<file path="src/cache_pkg.sv">
/*
 * Shared types and constants for the data cache subsystem.
 * Imported by the RTL modules and by the testbench.
 */
package cache_pkg;

    // width of one data or address word.
    localparam int unsigned WORD_BITS = 32;

    // byte count of a word, and the byte-offset field it implies.
    localparam int unsigned WORD_BYTES = 4;
    localparam int unsigned BYTE_OFFSET_BITS = $clog2(WORD_BYTES);

    typedef logic [WORD_BITS-1:0] word_t;

    // processor request, held as a level until the cache lowers its miss.
    typedef struct packed {
        logic  req;
        logic  we;
        word_t addr;
        word_t wdata;
    } cpu_req_t;

    // single-word request from the transfer glue to the RAM.
    typedef struct packed {
        logic  req;
        logic  we;
        word_t addr;
        word_t wdata;
    } ram_req_t;

    // the address is split as tag, index, word offset and byte offset.
    // the byte offset is fixed here, the other fields follow the
    // BLOCKS and LINES parameters of the controller.

endpackage

</file>
<file path="src/cache_controller.sv">
/*
 * Direct-mapped write-back cache controller with tag, valid and dirty storage.
 * Serves hits at once and runs write-back and refill transfers on a miss.
 */
`timescale 1ns/10ps

module cache_controller import cache_pkg::*; #(
    parameter int BLOCKS = 4,
    parameter int LINES  = 8
) (
    input  logic                    clock,
    input  logic                    reset,

    input  cpu_req_t                cpu,
    output word_t                   cpu_rdata,
    output logic                    cpu_miss,

    output logic                    mem_req,
    output logic                    mem_we,
    output word_t                   mem_addr,
    output word_t [BLOCKS-1:0]      mem_write_block,
    input  word_t [BLOCKS-1:0]      mem_read_block,
    input  logic                    mem_miss
);

    localparam int OFFSET_W   = $clog2(BLOCKS);
    localparam int INDEX_W    = $clog2(LINES);
    localparam int LINE_OFS_W = OFFSET_W + BYTE_OFFSET_BITS;
    localparam int TAG_W      = WORD_BITS - INDEX_W - LINE_OFS_W;

    typedef enum logic [1:0] {
        lookup,
        write_back,
        gap,
        refill
    } state_t;

    state_t                 state;

    logic [OFFSET_W-1:0]    offset;
    logic [INDEX_W-1:0]     index;
    logic [TAG_W-1:0]       tag;

    // line storage. only valid and dirty carry reset.
    logic [TAG_W-1:0]       tag_mem [LINES];
    word_t [BLOCKS-1:0]     data_mem [LINES];
    logic [LINES-1:0]       valid;
    logic [LINES-1:0]       dirty;

    logic                   hit;
    logic                   fill_done;
    logic                   write_hit;

    assign offset = cpu.addr[BYTE_OFFSET_BITS +: OFFSET_W];
    assign index  = cpu.addr[LINE_OFS_W +: INDEX_W];
    assign tag    = cpu.addr[WORD_BITS-1 -: TAG_W];

    assign hit = valid[index] && (tag_mem[index] == tag);

    // a request only completes from lookup, so the miss stays up for
    // the whole write-back, gap and refill sequence.
    assign cpu_miss  = cpu.req && !((state == lookup) && hit);
    assign cpu_rdata = (cpu.req && !cpu_miss && !cpu.we) ? data_mem[index][offset] : '0;

    assign write_hit = cpu.req && cpu.we && !cpu_miss;
    assign fill_done = (state == refill) && !mem_miss;

    assign mem_req = (state == write_back) || (state == refill);
    assign mem_we  = (state == write_back);

    // the victim address is rebuilt from the stored tag, the refill
    // address comes from the request itself.
    always_comb begin
        if (state == write_back) begin
            mem_addr = {tag_mem[index], index, {LINE_OFS_W{1'b0}}};
        end else begin
            mem_addr = {tag, index, {LINE_OFS_W{1'b0}}};
        end
    end

    assign mem_write_block = data_mem[index];

    always_ff @(posedge clock or negedge reset) begin
        if (!reset) begin
            state <= lookup;
        end else begin
            case (state)
                lookup: begin
                    if (cpu.req && !hit) begin
                        if (valid[index] && dirty[index]) begin
                            state <= write_back;
                        end else begin
                            state <= refill;
                        end
                    end
                end
                write_back: begin
                    if (!mem_miss) begin
                        state <= gap;
                    end
                end
                // one idle cycle lets the glue see mem_req drop.
                gap: begin
                    state <= refill;
                end
                refill: begin
                    if (!mem_miss) begin
                        state <= lookup;
                    end
                end
                default: begin
                    state <= lookup;
                end
            endcase
        end
    end

    always_ff @(posedge clock or negedge reset) begin
        if (!reset) begin
            valid <= '0;
            dirty <= '0;
        end else if (fill_done) begin
            valid[index] <= 1'b1;
            dirty[index] <= 1'b0;
        end else if (write_hit) begin
            dirty[index] <= 1'b1;
        end
    end

    // a refilled line is installed whole; a write hit replaces one word.
    always_ff @(posedge clock) begin
        if (fill_done) begin
            data_mem[index] <= mem_read_block;
            tag_mem[index]  <= tag;
        end else if (write_hit) begin
            data_mem[index][offset] <= cpu.wdata;
        end
    end

endmodule

</file>
<file path="config.mk">
export PLATFORM = sky130hd
export DESIGN_NAME = cache_controller
export DESIGN_NICKNAME = d
export VERILOG_FILES = /design/src/cache_pkg.sv /design/src/cache_controller.sv
export SDC_FILE = /design/constraint.sdc
export NUM_CORES = 1
export LEC_CHECK = 0
export BUFFER_PORTS_ARGS = -buffer_cell sky130_fd_sc_hd__buf_4
export CAP_MARGIN = 30
export CORE_ASPECT_RATIO = 0.5
export CORE_MARGIN = 5
export CORE_UTILIZATION = 50
export CTS_CLUSTER_SIZE = 14
export DETAILED_ROUTE_END_ITERATION = 6
export PLACE_DENSITY = 0.71
export REMOVE_ABC_BUFFERS = 1
export SLEW_MARGIN = 5
export SYNTH_ARGS = -nofsm -noshare
export SYNTH_HDL_FRONTEND = slang
export SYNTH_SLANG_ARGS = --single-unit
</file>
<file path="constraint.sdc">
create_clock -name clock -period 6.1 [get_ports clock]
set_input_delay 0.305 -clock clock [delete_from_list [all_inputs] [get_ports clock]]
set_output_delay 0.305 -clock clock [all_outputs]
set_load 0.01 [all_outputs]
</file>
==> results.yml <==
worst_setup_path:
  critPathArrivalTime_ns: 4.61
  startpoint_type: "flop"
  crit_slowest_cell: "or3b_2"
  path_cells: "mux4_1, mux2i_1, xor2_1, o2111ai_1, or4_1, nand4bb_1, or3b_2, nor2b_1, buf_4"
  crit_required_ns: 5.79
  cp_max_fo: 8
  max_stage_delay_ns: 0.76
  critPathKind: "flop to output port"
  setup.worst_path.end_class: "output port"
die:
  fp.dieH_um: 229.4
  io_pins: 392
  rows: 80
  start_util_pct: 50.47
  core_area_sq_um: 95390
  die_x_um: 448.8
  die-area_sq_um: 103000
grt:
  grt_max_degree: 134
  grt_pass1_vias: 27864
  grt_pass1_wl_um: 200200
  grt_usage_pct: 26.59
  antenna_found_initial: 10
  grt-ovfl-total: 0
layout:
  nNetsFinal: 3356
  final_area_sq_um: 57370
  syn_to_final_growth_pct: 19.15
  n_fill_cell: 6823
  final_cells: 4498
  layout-drive-gt1-share_pct: 27.37
run:
  drv_cap: 0
route:
  drt-initial-drc-count: 3624
  via_per_inst: 6.378
  routedWlPerCell_um: 31.06
  drtAntennaViolNets: 0
  route.detailed.drc: 0
  vias: 28687
  routed_wl_um: 139700
  dr.pass1.iters: 5
clock_tree:
  cts-root-buf: "clkbuf_16"
  cts-resized-gates: 0
  cts_setup_buffers: 0
  cts_sinks: 1242
  clk_path_buf_depth: 3
  cts_tree: "done"
  cts_buffers: 105
  clkLatencyLatePin_ns: 0.72
  htreeDepth: 3
  cts.clk_slew.worst_paths_ns: 0.07
sta:
  setup_viol: 0
  slew_headroom_pct: 31.23
  drv_slew: 0
  worstMarginPinSlew_ns: 1.032
  timing.final.crit_share_pct: 80.63
  fin_crit_ns: 4.918
  rsz0062_at_grt: "false"
  hold_viol: 0
  skew_ns: 0.06415
  fmax_mhz: 203.3
worst_hold_path:
  hold_class: "primary input to flop"
pwr:
  power.density_cell_area_nw_per_um2: 313.3
  leakage_nw: 18.91
  ir_drop_mv: 0.2551
synth:
  synth_edf_count: 1224
  synth_cell_types: 56
  synth.avg_cell_area_sq_um: 18.26
  synthCells: 2636
  ys_ff_latch: 1242
  syn_area_sq_um: 48150
  postSynth.asyncResetShare_pct: 1.449
  ys_warn_count: 0
  yosysSeqAreaShare_pct: 77.28
  synthFlopType: "edfxtp_1"
run_status:
  status: "completed"
placed_design:
  dpl-instance-area_sq_um: 53260
  port_buffers: 385
  gp_congestion: 0.9025
  dp_hpwl_um: 86490
  dpl.cell_count: 4223
cells by family after synthesis:
group                      share of synthesized area [%]
AOI/OAI and AO/OA                                  9.644
DFF                                                77.28
and+or+nand+nor                                    3.477
adders and majority gates                         0.1299
other                                           0.007789
xor gates and xnor gates                          0.2365
buffers and inverters                              1.907
muxes                                              7.321
flip-flops by register name, summed over array words and instances, names as in the netlist, named ones only:
| register | count |
|---|---|
| tag_mem | 200 |
| data_mem | 1024 |
| valid | 8 |
| state | 2 |
layout make-up:
cell class / instances / area, sq um / share of cell area (%)
antenna: 5 / 12.51 / 0.02181
clock buffer: 147 / 2899 / 5.053
multi-input combinational: 1201 / 10230 / 17.83
timing repair buffer: 598 / 5175 / 9.021
tap: 1271 / 1590 / 2.772
inverter: 6 / 22.52 / 0.03926
sequential: 1242 / 37210 / 64.86
clock inverter: 28 / 232.7 / 0.4057
synth_stat cells (6+ instances only):
library cell	n	area (sq um)
a21oi_1	29	145.1
a22o_1	15	131.4
a22oi_1	526	3949
and3_1	7	43.79
buf_1	6	22.52
buf_2	17	85.08
buf_4	18	135.1
buf_6	6	67.56
clkbuf_1	140	525.5
dfrtp_1	18	450.4
edfxtp_1	1224	36760
inv_1	6	22.52
mux2_1	9	101.4
mux2_2	102	1149
mux2_4	30	450.4
mux2i_1	59	590.6
mux4_2	53	1194
nand2_1	34	127.6
nand4_1	130	813.3
nor2_1	34	127.6
nor2b_1	39	244.0
nor3_1	8	40.04
o21a_1	30	225.2
o21ai_0	17	85.08
or2_2	10	62.56
xor2_1	10	87.58
power breakdown:
group | leakage, nW | switching, W | internal, W
clock network | 1.52 | 0.00295 | 0.00335
logic | 6.14 | 0.00120 | 0.000744
registers | 11.3 | 0.0000660 | 0.00966
cell usage in the layout (no fill, tap or decap), types with 8 or more instances in the layout:
cell / n
edfxtp_1: 1224
a22oi_1: 526
buf_4: 468
nand4_1: 130
clkbuf_16: 108
mux2_2: 102
dlygate4sd3_1: 94
mux2i_1: 59
mux4_2: 53
nor2b_1: 36
buf_12: 36
clkbuf_1: 34
nand2_1: 33
mux2_4: 30
nor2_1: 26
o21a_2: 24
a21oi_1: 21
dfrtp_1: 18
o21ai_0: 17
a22o_1: 15
clkinv_1: 15
xor2_1: 10
or2_2: 10
nor2_2: 9
mux2_1: 9
a21oi_4: 8
through the flow:
stage | hold slack [ns] | TNS (ns) | power (W) | utilization (%) | setup slack, ns
6_report | 0.04107 | 0 | 0.01797 | 60.14 | 1.182
2_1_floorplan | 0.009409 | -940.81 | 0.01075 | - | -2.846
3_5_place_dp | 0.1900 | 0 | 0.01177 | 55.84 | 1.042
3_3_place_gp | 0.1900 | 0 | 0.01174 | 55.84 | 1.101
5_1_grt | 0.02357 | 0 | 0.01852 | 60.13 | 1.009
4_1_cts | 0.0006257 | 0 | 0.01799 | 60.10 | 1.188
path summary, 6_finish.rpt:
check	from	end	slack [ns]	depth (start not counted)
setup reg to reg	tag_mem[3][0]	data_mem[6][116]	1.71	10
hold reg to reg	valid[7]	valid[7]	0.47	1
hold / removal	mem_read_block[91]	data_mem[0][91]	0.04	2
setup / recovery	tag_mem[3][0]	cpu_rdata[3]	1.18	9
max in group asynchronous	reset	async pin	5.76	2
min in group asynchronous	reset	async pin	0.09	2
critical path: cells and delay by family, from the launching register on:
kind | cells | cell delay, ns
AO/OA/AOI/OAI | 1 | 0.17
flip-flops | 1 | 0.36
multiplexers | 2 | 0.80
AND/OR/NAND/NOR | 4 | 2.13
XOR/XNOR | 1 | 0.21
buffers and inverters | 1 | 0.21
routing by layer:
layer,vias up,GRT usage (%),wire [um]
met5,-,0,27
met4,4,7.920,4554
met3,229,7.107,15830
met2,1736,41.43,65190
met1,14755,37.19,54110
li1,11963,-,-
what timing repair did:
action,in CTS,in global routing
hold buffers,94,0
endpoints found under the hold margin,723,0
endpoints found under the setup margin,0,0
(Power assumes the default switching activity.)
