==> config.mk <==
export PLATFORM = sky130hd
export DESIGN_NAME = block_transfer_glue
export DESIGN_NICKNAME = d
export VERILOG_FILES = /design/src/cache_pkg.sv /design/src/block_transfer_glue.sv
export SDC_FILE = /design/constraint.sdc
export NUM_CORES = 1
export LEC_CHECK = 0
export BUFFER_PORTS_ARGS = -buffer_cell sky130_fd_sc_hd__buf_2
export CORE_AREA = 2 2 153 155
export DETAILED_ROUTE_END_ITERATION = 6
export DIE_AREA = 0 0 155 157
export PLACE_DENSITY = 0.63
export SYNTH_ARGS = -nofsm -noshare
export SYNTH_HDL_FRONTEND = slang
export SYNTH_SLANG_ARGS = --single-unit
==> constraint.sdc <==
create_clock -name clock -period 3.4 [get_ports clock]
set_input_delay 0 -clock clock [delete_from_list [all_inputs] [get_ports clock]]
set_output_delay 0 -clock clock [all_outputs]
set_load 0.1 [all_outputs]
==> src/cache_pkg.sv <==
/*
 * Shared types and constants for the data cache subsystem.
 * Imported by the RTL modules and by the testbench.
 */
package cache_pkg;

    // width of one data or address word.
    localparam int unsigned WORD_BITS = 32;

    // byte count of a word, and the byte-offset field it implies.
    localparam int unsigned WORD_BYTES = 4;
    localparam int unsigned BYTE_OFFSET_BITS = $clog2(WORD_BYTES);

    typedef logic [WORD_BITS-1:0] word_t;

    // processor request, held as a level until the cache lowers its miss.
    typedef struct packed {
        logic  req;
        logic  we;
        word_t addr;
        word_t wdata;
    } cpu_req_t;

    // single-word request from the transfer glue to the RAM.
    typedef struct packed {
        logic  req;
        logic  we;
        word_t addr;
        word_t wdata;
    } ram_req_t;

    // the address is split as tag, index, word offset and byte offset.
    // the byte offset is fixed here, the other fields follow the
    // BLOCKS and LINES parameters of the controller.

endpackage

==> src/block_transfer_glue.sv <==
/*
 * Turns a cache line transfer into consecutive single-word RAM accesses.
 * Read words are collected and presented as one line on the last word.
 */
`timescale 1ns/10ps

module block_transfer_glue import cache_pkg::*; #(
    parameter int BLOCKS = 4
) (
    input  logic                    clock,
    input  logic                    reset,

    input  logic                    mem_req,
    input  logic                    mem_we,
    input  word_t                   mem_addr,
    input  word_t [BLOCKS-1:0]      mem_write_block,
    output word_t [BLOCKS-1:0]      mem_read_block,
    output logic                    mem_miss,

    output ram_req_t                ram,
    input  word_t                   ram_rdata,
    input  logic                    ram_miss
);

    localparam int CNT_W = $clog2(BLOCKS);

    logic [CNT_W-1:0]       word_cnt;
    logic                   last_word;

    // holds the first BLOCKS-1 read words, the last one comes straight
    // from the RAM.
    word_t [BLOCKS-2:0]     read_buf;

    assign last_word = (word_cnt == CNT_W'(BLOCKS - 1));

    assign mem_miss = mem_req && (ram_miss || !last_word);

    assign mem_read_block = (mem_req && !mem_we && !mem_miss) ? {ram_rdata, read_buf} : '0;

    always_comb begin
        ram.req   = mem_req;
        ram.we    = mem_we;
        ram.addr  = mem_addr + word_t'(word_cnt) * WORD_BYTES;
        ram.wdata = (mem_req && mem_we) ? mem_write_block[word_cnt] : '0;
    end

    // the counter wraps to zero on the last accepted word, ready for
    // the next transfer.
    always_ff @(posedge clock or negedge reset) begin
        if (!reset) begin
            word_cnt <= '0;
        end else if (ram.req && !ram_miss) begin
            word_cnt <= word_cnt + 1'b1;
        end
    end

    always_ff @(posedge clock) begin
        if (ram.req && !ram.we && !ram_miss && !last_word) begin
            read_buf[word_cnt] <= ram_rdata;
        end
    end

endmodule

==> flow_metrics.py, run 1 <==
metrics = {
    "power": {
        "vdd_drop_max_uv": 636.9,
        "p_int_mw": 2.857,
        "seqPwrFrac_pct": 27.2,
        "totalPowerFinal_mw": 5.242,
        "switchingPower_mw": 2.385,
        "power_frac_clock_pct": 20.5,
        "p_leak_nw": 4.403,
        "p_comb_share_pct": 52.3,
        "switching_share_pct": 45.50,
        "power.density_nw_per_um2": 520.7,
    },
    "synthesis": {
        "synthMuxAreaShare_pct": 13.15,
        "synth.top_cell.area_share_pct": 51.78,
        "yosysWarningCount": 0,
        "yosysSeqAreaShare_pct": 52.67,
        "synth-xor-area-share_pct": 4.562,
        "syn_area_um2": 5568,
        "synth_area_leaders": "edfxtp_1 (52%), and2_1 (15%), mux4_2 (13%)",
        "synth.avg_cell_area_um2": 13.13,
        "syn-num-nets": 628,
        "synth_cells": 424,
        "yosysUniqueCellTypes": 34,
        "synth_top_area_cell": "edfxtp_1",
        "synth-compound-area-share_pct": 0.2247,
        "synth_fa_ha_area_share_pct": 1.708,
        "synth-simple-area-share_pct": 24.22,
        "synth_top_family_by_area": "simple AND/OR/NAND/NOR gates",
        "ys_ff_latch": 98,
    },
    "floorplan": {
        "initial_utilization_pct": 24.74,
        "pin_count": 392,
        "core_area_um2": 22500,
        "rows": 55,
        "die_w_um": 155,
        "dieArea_um2": 24340,
        "fp.dieH_um": 157,
    },
    "outcome": {
        "violations": "negative hold slack",
        "status": "finished with violations",
    },
    "clock_network": {
        "clk_path_buf_depth": 2,
        "worstSkewPairLatency_ns": 0.34,
        "cts_tree": "built",
        "cts.htree.levels": 3,
        "clk_pin_slew_ns": 0.08,
        "cts_buffers": 9,
        "cts_resized": 0,
        "cts_setup_buffers": 0,
        "cts-root-buf": "clkbuf_16",
        "cts_sinks": 98,
    },
    "drt": {
        "vias": 5003,
        "drt_iter0_markers": 193,
        "dr.pass1.iters": 4,
        "drcViolationCount": 0,
        "vias_per_cell": 4.463,
        "wl_mm": 19.34,
        "ant_nets": 0,
        "wl_per_cell_um": 17.26,
    },
    "placement": {
        "place_hpwl_mm": 14.95,
        "gp_congestion": 0.8887,
        "io_buffers": 387,
        "place_ws_ns": 0.9617,
    },
    "sta": {
        "slew_headroom_pct": 42.87,
        "setup_viol": 0,
        "rsz0062_at_grt": "no",
        "timing.setup.tns_ns": 0,
        "tightest_slew_ns": 0.8504,
        "fin_hold_ws_ns": -0.006449,
        "hold_violations": 2,
        "fmax_mhz": 347.7,
        "worst_slack_ns": 0.5239,
        "skew_ns": 0.009506,
        "post-route-min-period_ns": 2.876,
        "final_max_slew_viol_count": 0,
        "fin_crit_sh_pct": 84.59,
    },
    "cells_and_area": {
        "area_growth_pct": 80.81,
        "final_layout_size_suffix_gt1_share_pct": 55.93,
        "finalCoreUtilization_pct": 44.74,
        "fin_nets": 1034,
        "final_cell_mix": "buf_2 (283), and2_1 (130), buf_12 (105), edfxtp_1 (96), and3_1 (34)",
        "final_common_cell": "buf_2",
    },
    "critical_path": {
        "endpoint_kind": "output pin",
        "r2r_end": "read_buf[73]$_DFFE_PP_",
        "startpoint_type": "flip-flop",
        "crit_start": "word_cnt[0]$_DFFE_PN0P_",
        "worst_ep_required_time_ns": 3.40,
        "critPathMaxFanout": 6,
        "reg2reg_slack_ns": 1.29,
        "worstRegToRegCells": 5,
        "cp.arrival_ns": 2.88,
        "path_class": "flip-flop to output pin",
        "crit_path_end": "ram[48]",
        "r2r-start": "word_cnt[0]$_DFFE_PN0P_",
    },
    "grt": {
        "antenna_found_initial": 4,
        "grt-ovfl-total": 0,
        "grt.total_usage_pct": 15.68,
        "grt_pass1_wl_mm": 29.10,
        "grt_pass1_vias": 5257,
        "grt_max_degree": 123,
    },
    "job": {
        "cap_violations": 0,
    },
    "worst_hold_path": {
        "hp-class": "primary input to asynchronous set/reset pin",
    },
}
-- worst max-delay path, stage by stage, from the launching register on --
cell and delay [ns]:
dfrtp_2 0.39, ha_1 0.17, inv_1 0.06, fa_1 0.45
nor3_1 0.73, nand3_1 0.27, xnor2_2 0.26, buf_12 0.21
-- power by group through the flow --
stage	registers, mW	clock network [mW]	logic, mW
2_1_floorplan	1.45	0	2.09
3_3_place_gp	1.45	0	2.70
3_5_place_dp	1.45	0	2.73
4_1_cts	1.42	1.12	2.76
5_1_grt	1.43	1.16	2.87
6_report	1.42	1.08	2.74
-- sequential cells by signal (all words and copies together) (netlist names) --
| name | flops |
|---|---|
| word_cnt | 2 |
| read_buf | 96 |
-- how the worst min path moves through the flow --
stage                                   end  slack, ns  cells past startpoint
floorplan           word_cnt[0]$_DFFE_PN0P_      -0.30                      0
global placement    word_cnt[1]$_DFFE_PN0P_      -0.21                      1
detailed placement  word_cnt[1]$_DFFE_PN0P_      -0.21                      1
CTS                                 ram[33]     0.0007                      0
global route        word_cnt[0]$_DFFE_PN0P_     0.0007                      2
finish              word_cnt[0]$_DFFE_PN0P_     -0.006                      2
-- logic make-up (layout without fill, tap and decap cells) --
kind of cell | after synthesis | in the layout
AO/OA/AOI/OAI | 2 | 2
XOR/XNOR | 29 | 29
buffers and inverters | 42 | 453
AND/OR/NAND/NOR | 213 | 213
adder cells (fa/ha/maj) | 7 | 7
flip-flops | 98 | 98
other | 0 | 1
multiplexers | 33 | 33
-- per-stage QoR --
stage               hold WS, ns  cells  cell area (um2)
floorplan               -0.2956    424             5628
global placement        -0.2099   1071             9410
detailed placement      -0.2115   1071             9410
CTS                   0.0006813   1120            10060
global route          0.0007114   1120            10060
finish                -0.006449   1121            10070
-- routing by layer --
layer / share of wire, % / wire [um] / track usage (%)
met5: 0.19 / 37 / 0
met1: 39 / 7603 / 17.69
met4: 3.3 / 636 / 7.231
met2: 50 / 9627 / 27.70
met3: 7.4 / 1438 / 4.213
-- repair_timing --
action                                  in CTS  in global routing
endpoints found under the setup margin       0                  0
endpoints found under the hold margin       98                  0
hold buffers                                33                  0
-- final cells by class --
class	instances	area, um2
Antenna cell	1	2.502
Inverter	8	30.03
Clock inverter	7	98.84
Tap cell	285	356.6
Multi-Input combinational cell	284	2511
Clock buffer	9	225.2
Timing Repair Buffer	429	3909
Fill cell	2062	12440
Sequential cell	98	2934
-- cells in the mapped netlist, drive strengths merged --
cell type	n
dfrtp	2
nand2	9
nand4	6
and4	4
nand3	9
mux2	1
xnor2	20
edfxtp	96
xor2	9
ha	6
clkbuf	22
mux4	32
and2	133
buf	12
nor4	2
a21boi	1
inv	8
nor3b	1
nor3	8
nand2b	1
and3	34
fa	1
or3	2
nor2	4
a21oi	1
Note: power is estimated with default switching activity, not from simulation.
==> run 2, diff against run 1 <==
--- a/config.mk
+++ b/config.mk
@@ -6,10 +6,10 @@
 export NUM_CORES = 1
 export LEC_CHECK = 0
 export BUFFER_PORTS_ARGS = -buffer_cell sky130_fd_sc_hd__buf_2
-export CORE_AREA = 2 2 153 155
+export CORE_AREA = 2 2 152 154
 export DETAILED_ROUTE_END_ITERATION = 6
-export DIE_AREA = 0 0 155 157
-export PLACE_DENSITY = 0.63
+export DIE_AREA = 0 0 154 156
+export PLACE_DENSITY = 0.65
 export SYNTH_ARGS = -nofsm -noshare
 export SYNTH_HDL_FRONTEND = slang
 export SYNTH_SLANG_ARGS = --single-unit
==> constraint.sdc (replaced) <==
create_clock -name clock -period 2.6 [get_ports clock]
set_input_delay 0 -clock clock [delete_from_list [all_inputs] [get_ports clock]]
set_output_delay 0 -clock clock [all_outputs]
set_load 0.1 [all_outputs]
==> run 2 against run 1 <==
Critical path depth unchanged. Critical path type unchanged. Power grew 34%. Die area is 1.3% lower. Wire length up 1.4%. The run now ends clean. Non-clock buffer count rose by 5.
==> flow_metrics.py, run 2 (synthesis results as in run 1) <==
metrics = {
    "outcome": {
        "status": "completed",
    },
    "floorplan": {
        "core_area_um2": 22370,
        "initial_utilization_pct": 24.90,
        "rows": 55,
        "pin_count": 392,
        "dieArea_um2": 24020,
        "fp.dieH_um": 156,
        "die_w_um": 154,
    },
    "grt": {
        "grt_max_degree": 77,
        "grt_pass1_vias": 5187,
        "grt.total_usage_pct": 16.17,
        "antenna_found_initial": 0,
        "grt_pass1_wl_mm": 29.73,
        "grt-ovfl-total": 0,
    },
    "critical_path": {
        "path_class": "flip-flop to output pin",
        "worst_ep_required_time_ns": 2.60,
        "endpoint_kind": "output pin",
        "startpoint_type": "flip-flop",
        "critPathMaxFanout": 4,
        "cp.arrival_ns": 2.55,
    },
    "sta": {
        "hold_violations": 0,
        "post-route-min-period_ns": 2.547,
        "setup_viol": 0,
        "rsz0062_at_grt": "yes",
        "fin_hold_ws_ns": 0.0002432,
        "skew_ns": 0.005937,
        "final_max_slew_viol_count": 0,
        "fmax_mhz": 392.7,
        "timing.setup.tns_ns": 0,
        "slew_headroom_pct": 64.92,
        "fin_crit_sh_pct": 97.94,
        "tightest_slew_ns": 0.5263,
    },
    "cells_and_area": {
        "fillers": 1920,
        "seqCellArea_um2": 2934,
        "multi_input_area_um2": 2734,
        "regMostFlops": "read_buf",
        "area_growth_pct": 99.91,
        "reg.largest.list": "read_buf x96, word_cnt x2",
        "final_cell_mix": "buf_2 (229), buf_12 (161), and2_1 (130), edfxtp_1 (96)",
        "final_common_cell": "buf_2",
        "fin_nets": 1039,
        "largest_reg_flops": 96,
        "final_layout_size_suffix_gt1_share_pct": 58.33,
    },
    "placement": {
        "place_hpwl_mm": 15.34,
        "io_buffers": 387,
        "gp_congestion": 0.9167,
    },
    "job": {
        "cap_violations": 0,
    },
    "clock_network": {
        "worstSkewPairLatency_ns": 0.34,
        "cts-root-buf": "clkbuf_16",
        "clk_pin_slew_ns": 0.07,
        "cts.htree.levels": 3,
        "cts_sinks": 98,
        "cts_tree": "built",
        "cts_buffers": 9,
        "clk_path_buf_depth": 2,
    },
    "power": {
        "p_leak_nw": 4.693,
        "vdd_drop_max_uv": 606.2,
        "power.density_nw_per_um2": 628.7,
        "totalPowerFinal_mw": 6.998,
    },
    "drt": {
        "wl_per_cell_um": 17.41,
        "vias_per_cell": 4.465,
        "vias": 5032,
        "drt_iter0_markers": 213,
        "ant_nets": 0,
        "drcViolationCount": 0,
        "dr.pass1.iters": 4,
        "wl_mm": 19.62,
    },
    "worst_hold_path": {
        "hp-class": "primary input to output pin",
    },
}
## run 2: cell count changes in the layout (fill, tap and decap cells not counted), sizes merged
cell,delta
buf,+4
bufinv,-1
clkinv,+2
clkinvlp,+1
diode,+1
dlygate4sd3,+1
inv,-2
## run 2: path summary, 6_finish.rpt
path / from / endpoint / slack [ns] / cells past startpoint
setup / recovery: word_cnt[0]$_DFFE_PN0P_ / ram[60] / 0.05 / 7
hold / removal: mem_addr[1] / ram[33] / 0.0002 / 0
setup reg to reg: word_cnt[0]$_DFFE_PN0P_ / read_buf[13]$_DFFE_PP_ / 0.72 / 5
hold reg to reg: word_cnt[0]$_DFFE_PN0P_ / word_cnt[1]$_DFFE_PN0P_ / 0.81 / 3
max in group asynchronous: reset / word_cnt[0]$_DFFE_PN0P_ / 1.96 / 3
min in group asynchronous: reset / word_cnt[1]$_DFFE_PN0P_ / 0.50 / 3
## run 2: what timing repair did
action                                  in CTS  in global routing
setup buffers                                0                  2
pin swaps                                    1                  4
endpoints found under the hold margin       98                  0
endpoints found under the setup margin       1                  7
hold buffers                                34                  0
resized for setup                            0                  3
## run 2: layout make-up
type | instances | share of cell area, %
repair buffers | 434 | 43.02
flip-flops and latches | 98 | 26.36
multi-input cells | 284 | 24.56
well taps | 285 | 3.204
clock buffers | 9 | 2.023
clock inverters | 7 | 0.5171
inverters | 8 | 0.2698
diodes | 2 | 0.04496
## run 2: where the power goes
group	leakage [nW]	switching [mW]	internal [mW]	total (mW)
clock	0.132	0.591	0.655	1.25
combinational	3.67	2.52	1.37	3.89
sequential	0.889	0.0260	1.83	1.86
## run 2: through the flow
step,cells,util (%),area [um2],setup WS [ns]
after CTS,1123,49.63,11100,0.002889
final,1127,49.77,11130,0.05350
after detailed placement,1073,46.84,10480,0.3556
after global placement,1073,46.84,10480,0.3760
after floorplan,424,-,5849,-0.1459
after global routing,1125,49.75,11130,-0.04346
## run 2: per-layer routing
metal | GRT usage [%] | routed length [um] | vias to the layer above | part of all wire (%)
li1 | - | - | 2335 | -
met1 | 19.40 | 7763 | 2415 | 40
met2 | 28.64 | 10080 | 263 | 51
met3 | 4.778 | 1523 | 19 | 7.8
met4 | 3.783 | 251 | 0 | 1.3
met5 | 0 | 0 | - | 0
## run 2: critical path: stages (launching register included)
cell     delay [ns]
dfrtp_2        0.38
ha_2           0.18
inv_1          0.06
fa_2           0.42
or3_4          0.39
nor4_4         0.38
xor2_4         0.20
buf_12         0.19
==> run 3, diff against run 2 <==
--- a/config.mk
+++ b/config.mk
@@ -5,11 +5,11 @@
 export SDC_FILE = /design/constraint.sdc
 export NUM_CORES = 1
 export LEC_CHECK = 0
-export BUFFER_PORTS_ARGS = -buffer_cell sky130_fd_sc_hd__buf_2
 export CORE_AREA = 2 2 152 154
 export DETAILED_ROUTE_END_ITERATION = 6
 export DIE_AREA = 0 0 154 156
-export PLACE_DENSITY = 0.65
+export DONT_BUFFER_PORTS = 1
+export PLACE_DENSITY = 0.49
 export SYNTH_ARGS = -nofsm -noshare
 export SYNTH_HDL_FRONTEND = slang
 export SYNTH_SLANG_ARGS = --single-unit
==> run 3 against run 2 <==
Register-to-register slack worse by 0.11 ns. Fmax up 1.6%. First-iteration DRC count down 32%.
==> flow_metrics.py, run 3 (synthesis results as in run 1) <==
metrics = {
    "power": {
        "power_frac_clock_pct": 18.7,
        "p_comb_share_pct": 54.9,
        "p_leak_nw": 4.035,
        "totalPowerFinal_mw": 7.110,
        "seqPwrFrac_pct": 26.5,
        "power.density_nw_per_um2": 681.6,
        "vdd_drop_max_uv": 947.6,
        "switching_share_pct": 44.06,
        "p_int_mw": 3.977,
        "switchingPower_mw": 3.133,
    },
    "sta": {
        "post-route-min-period_ns": 2.506,
        "setup_viol": 0,
        "fmax_mhz": 399.1,
        "skew_ns": 0.006368,
        "slew_headroom_pct": 69.75,
        "fin_crit_sh_pct": 96.37,
        "hold_violations": 0,
        "tightest_slew_ns": 0.4513,
        "final_max_slew_viol_count": 0,
    },
    "critical_path": {
        "critPathMaxFanout": 8,
        "endpoint_kind": "output pin",
        "worst_ep_required_time_ns": 2.60,
        "crit_start": "word_cnt[1]$_DFFE_PN0P_",
        "startpoint_type": "flip-flop",
        "worstRegToRegCells": 5,
        "cp.arrival_ns": 2.51,
        "r2r_end": "read_buf[4]$_DFFE_PP_",
        "path_class": "flip-flop to output pin",
        "reg2reg_slack_ns": 0.61,
        "r2r-start": "word_cnt[1]$_DFFE_PN0P_",
    },
    "clock_network": {
        "cts-root-buf": "clkbuf_16",
        "worstSkewPairLatency_ns": 0.35,
        "cts_tree": "built",
        "clk_path_buf_depth": 2,
        "cts_sinks": 98,
        "cts.htree.levels": 3,
        "cts_buffers": 9,
        "clk_pin_slew_ns": 0.07,
    },
    "worst_hold_path": {
        "hp-start": "mem_addr[1]",
        "hp-class": "primary input to output pin",
        "hold_end": "ram[33]",
        "hold_path_depth": 0,
    },
    "grt": {
        "grt-ovfl-total": 0,
        "grt_max_degree": 129,
        "grt_pass1_wl_mm": 27.51,
        "grt_pass1_vias": 4492,
        "grt.total_usage_pct": 15.14,
        "antenna_found_initial": 3,
    },
    "drt": {
        "vias_per_cell": 4.613,
        "wl_mm": 19.23,
        "wl_per_cell_um": 20.48,
        "drt_iter0_markers": 145,
        "vias": 4332,
        "ant_nets": 0,
        "dr.pass1.iters": 4,
        "drcViolationCount": 0,
    },
    "cells_and_area": {
        "final_common_cell": "buf_12",
        "final_layout_size_suffix_gt1_share_pct": 47.47,
        "stdcell_area_um2": 10430,
        "fin_nets": 850,
        "final_cell_mix": "buf_12 (161), and2_1 (131), edfxtp_1 (96), buf_4 (46), dlygate4sd3_1 (35)",
        "finalCoreUtilization_pct": 46.64,
        "fillers": 1967,
        "fin_cells": 939,
        "regMostFlops": "read_buf",
        "area_growth_pct": 87.35,
        "reg.largest.list": "read_buf x96, word_cnt x2",
        "largest_reg_flops": 96,
    },
    "floorplan": {
        "dieArea_um2": 24020,
        "die_w_um": 154,
        "pin_count": 392,
        "fp.dieH_um": 156,
        "initial_utilization_pct": 24.90,
        "rows": 55,
        "core_area_um2": 22370,
    },
    "placement": {
        "placed_cell_area_um2": 9608,
        "dp_cells": 875,
        "gp_congestion": 0.9054,
        "io_buffers": 0,
        "place_hpwl_mm": 14.54,
    },
    "outcome": {
        "status": "completed",
    },
    "job": {
        "cap_violations": 0,
    },
}
[run 3: what timing repair did]
action | CTS | global route
cloned | 1 | 1
setup buffers | 2 | 7
endpoints found under the hold margin | 99 | 0
hold buffers | 35 | 0
pin swaps | 3 | 3
setup endpoints to repair | 142 | 143
resized for setup | 4 | 11
[run 3: worst max path at each step]
stage | to | slack, ns
after floorplan | ram[36] | -0.15
after global placement | ram[60] | 0.14
after detailed placement | ram[52] | 0.05
after CTS | ram[55] | 0.002
after global routing | mem_read_block[32] | -0.03
final | ram[59] | 0.09
[run 3: stage by stage]
| step | hold slack, ns | TNS [ns] | setup slack [ns] |
|---|---|---|---|
| global route | 0.0006519 | -0.3991 | -0.03165 |
| detailed placement | -0.2946 | 0 | 0.04669 |
| finish | 0.0001653 | 0 | 0.09431 |
| global placement | -0.2947 | 0 | 0.1362 |
| CTS | 0.0006813 | 0 | 0.001538 |
| floorplan | -0.2956 | -0.1734 | -0.1459 |
[run 3: metal layers]
layer	vias to the layer above	track usage (%)	wire (um)
met4	2	3.427	170
met1	2083	17.06	7140
met3	14	6.722	2213
met2	269	26.48	9688
li1	1964	-	-
met5	-	0	17
[run 3: critical path, cell delays in order (launching register included)]
cell and delay (ns):
dfrtp_2 0.48, ha_1 0.31, a21oi_1 0.14, or3_1 0.52, nor3_2 0.27, xor2_2 0.23
buf_12 0.21
[run 3: power by group through the flow]
stage	clock, mW	combinational (mW)	sequential, mW
detailed placement	0	3.71	1.92
CTS	1.37	3.90	1.88
global placement	0	3.66	1.92
global route	1.42	4.05	1.89
floorplan	0	2.77	1.89
finish	1.33	3.90	1.88
[run 3: cell type report]
class | count | area [um2] | area share [%]
inverters | 8 | 30.03 | 0.2879
flip-flops and latches | 98 | 2935 | 28.14
clock inverters | 7 | 81.33 | 0.7797
diodes | 3 | 7.507 | 0.07197
well taps | 285 | 356.6 | 3.418
clock buffers | 9 | 225.2 | 2.159
multi-input cells | 284 | 2804 | 26.88
repair buffers | 245 | 3991 | 38.26
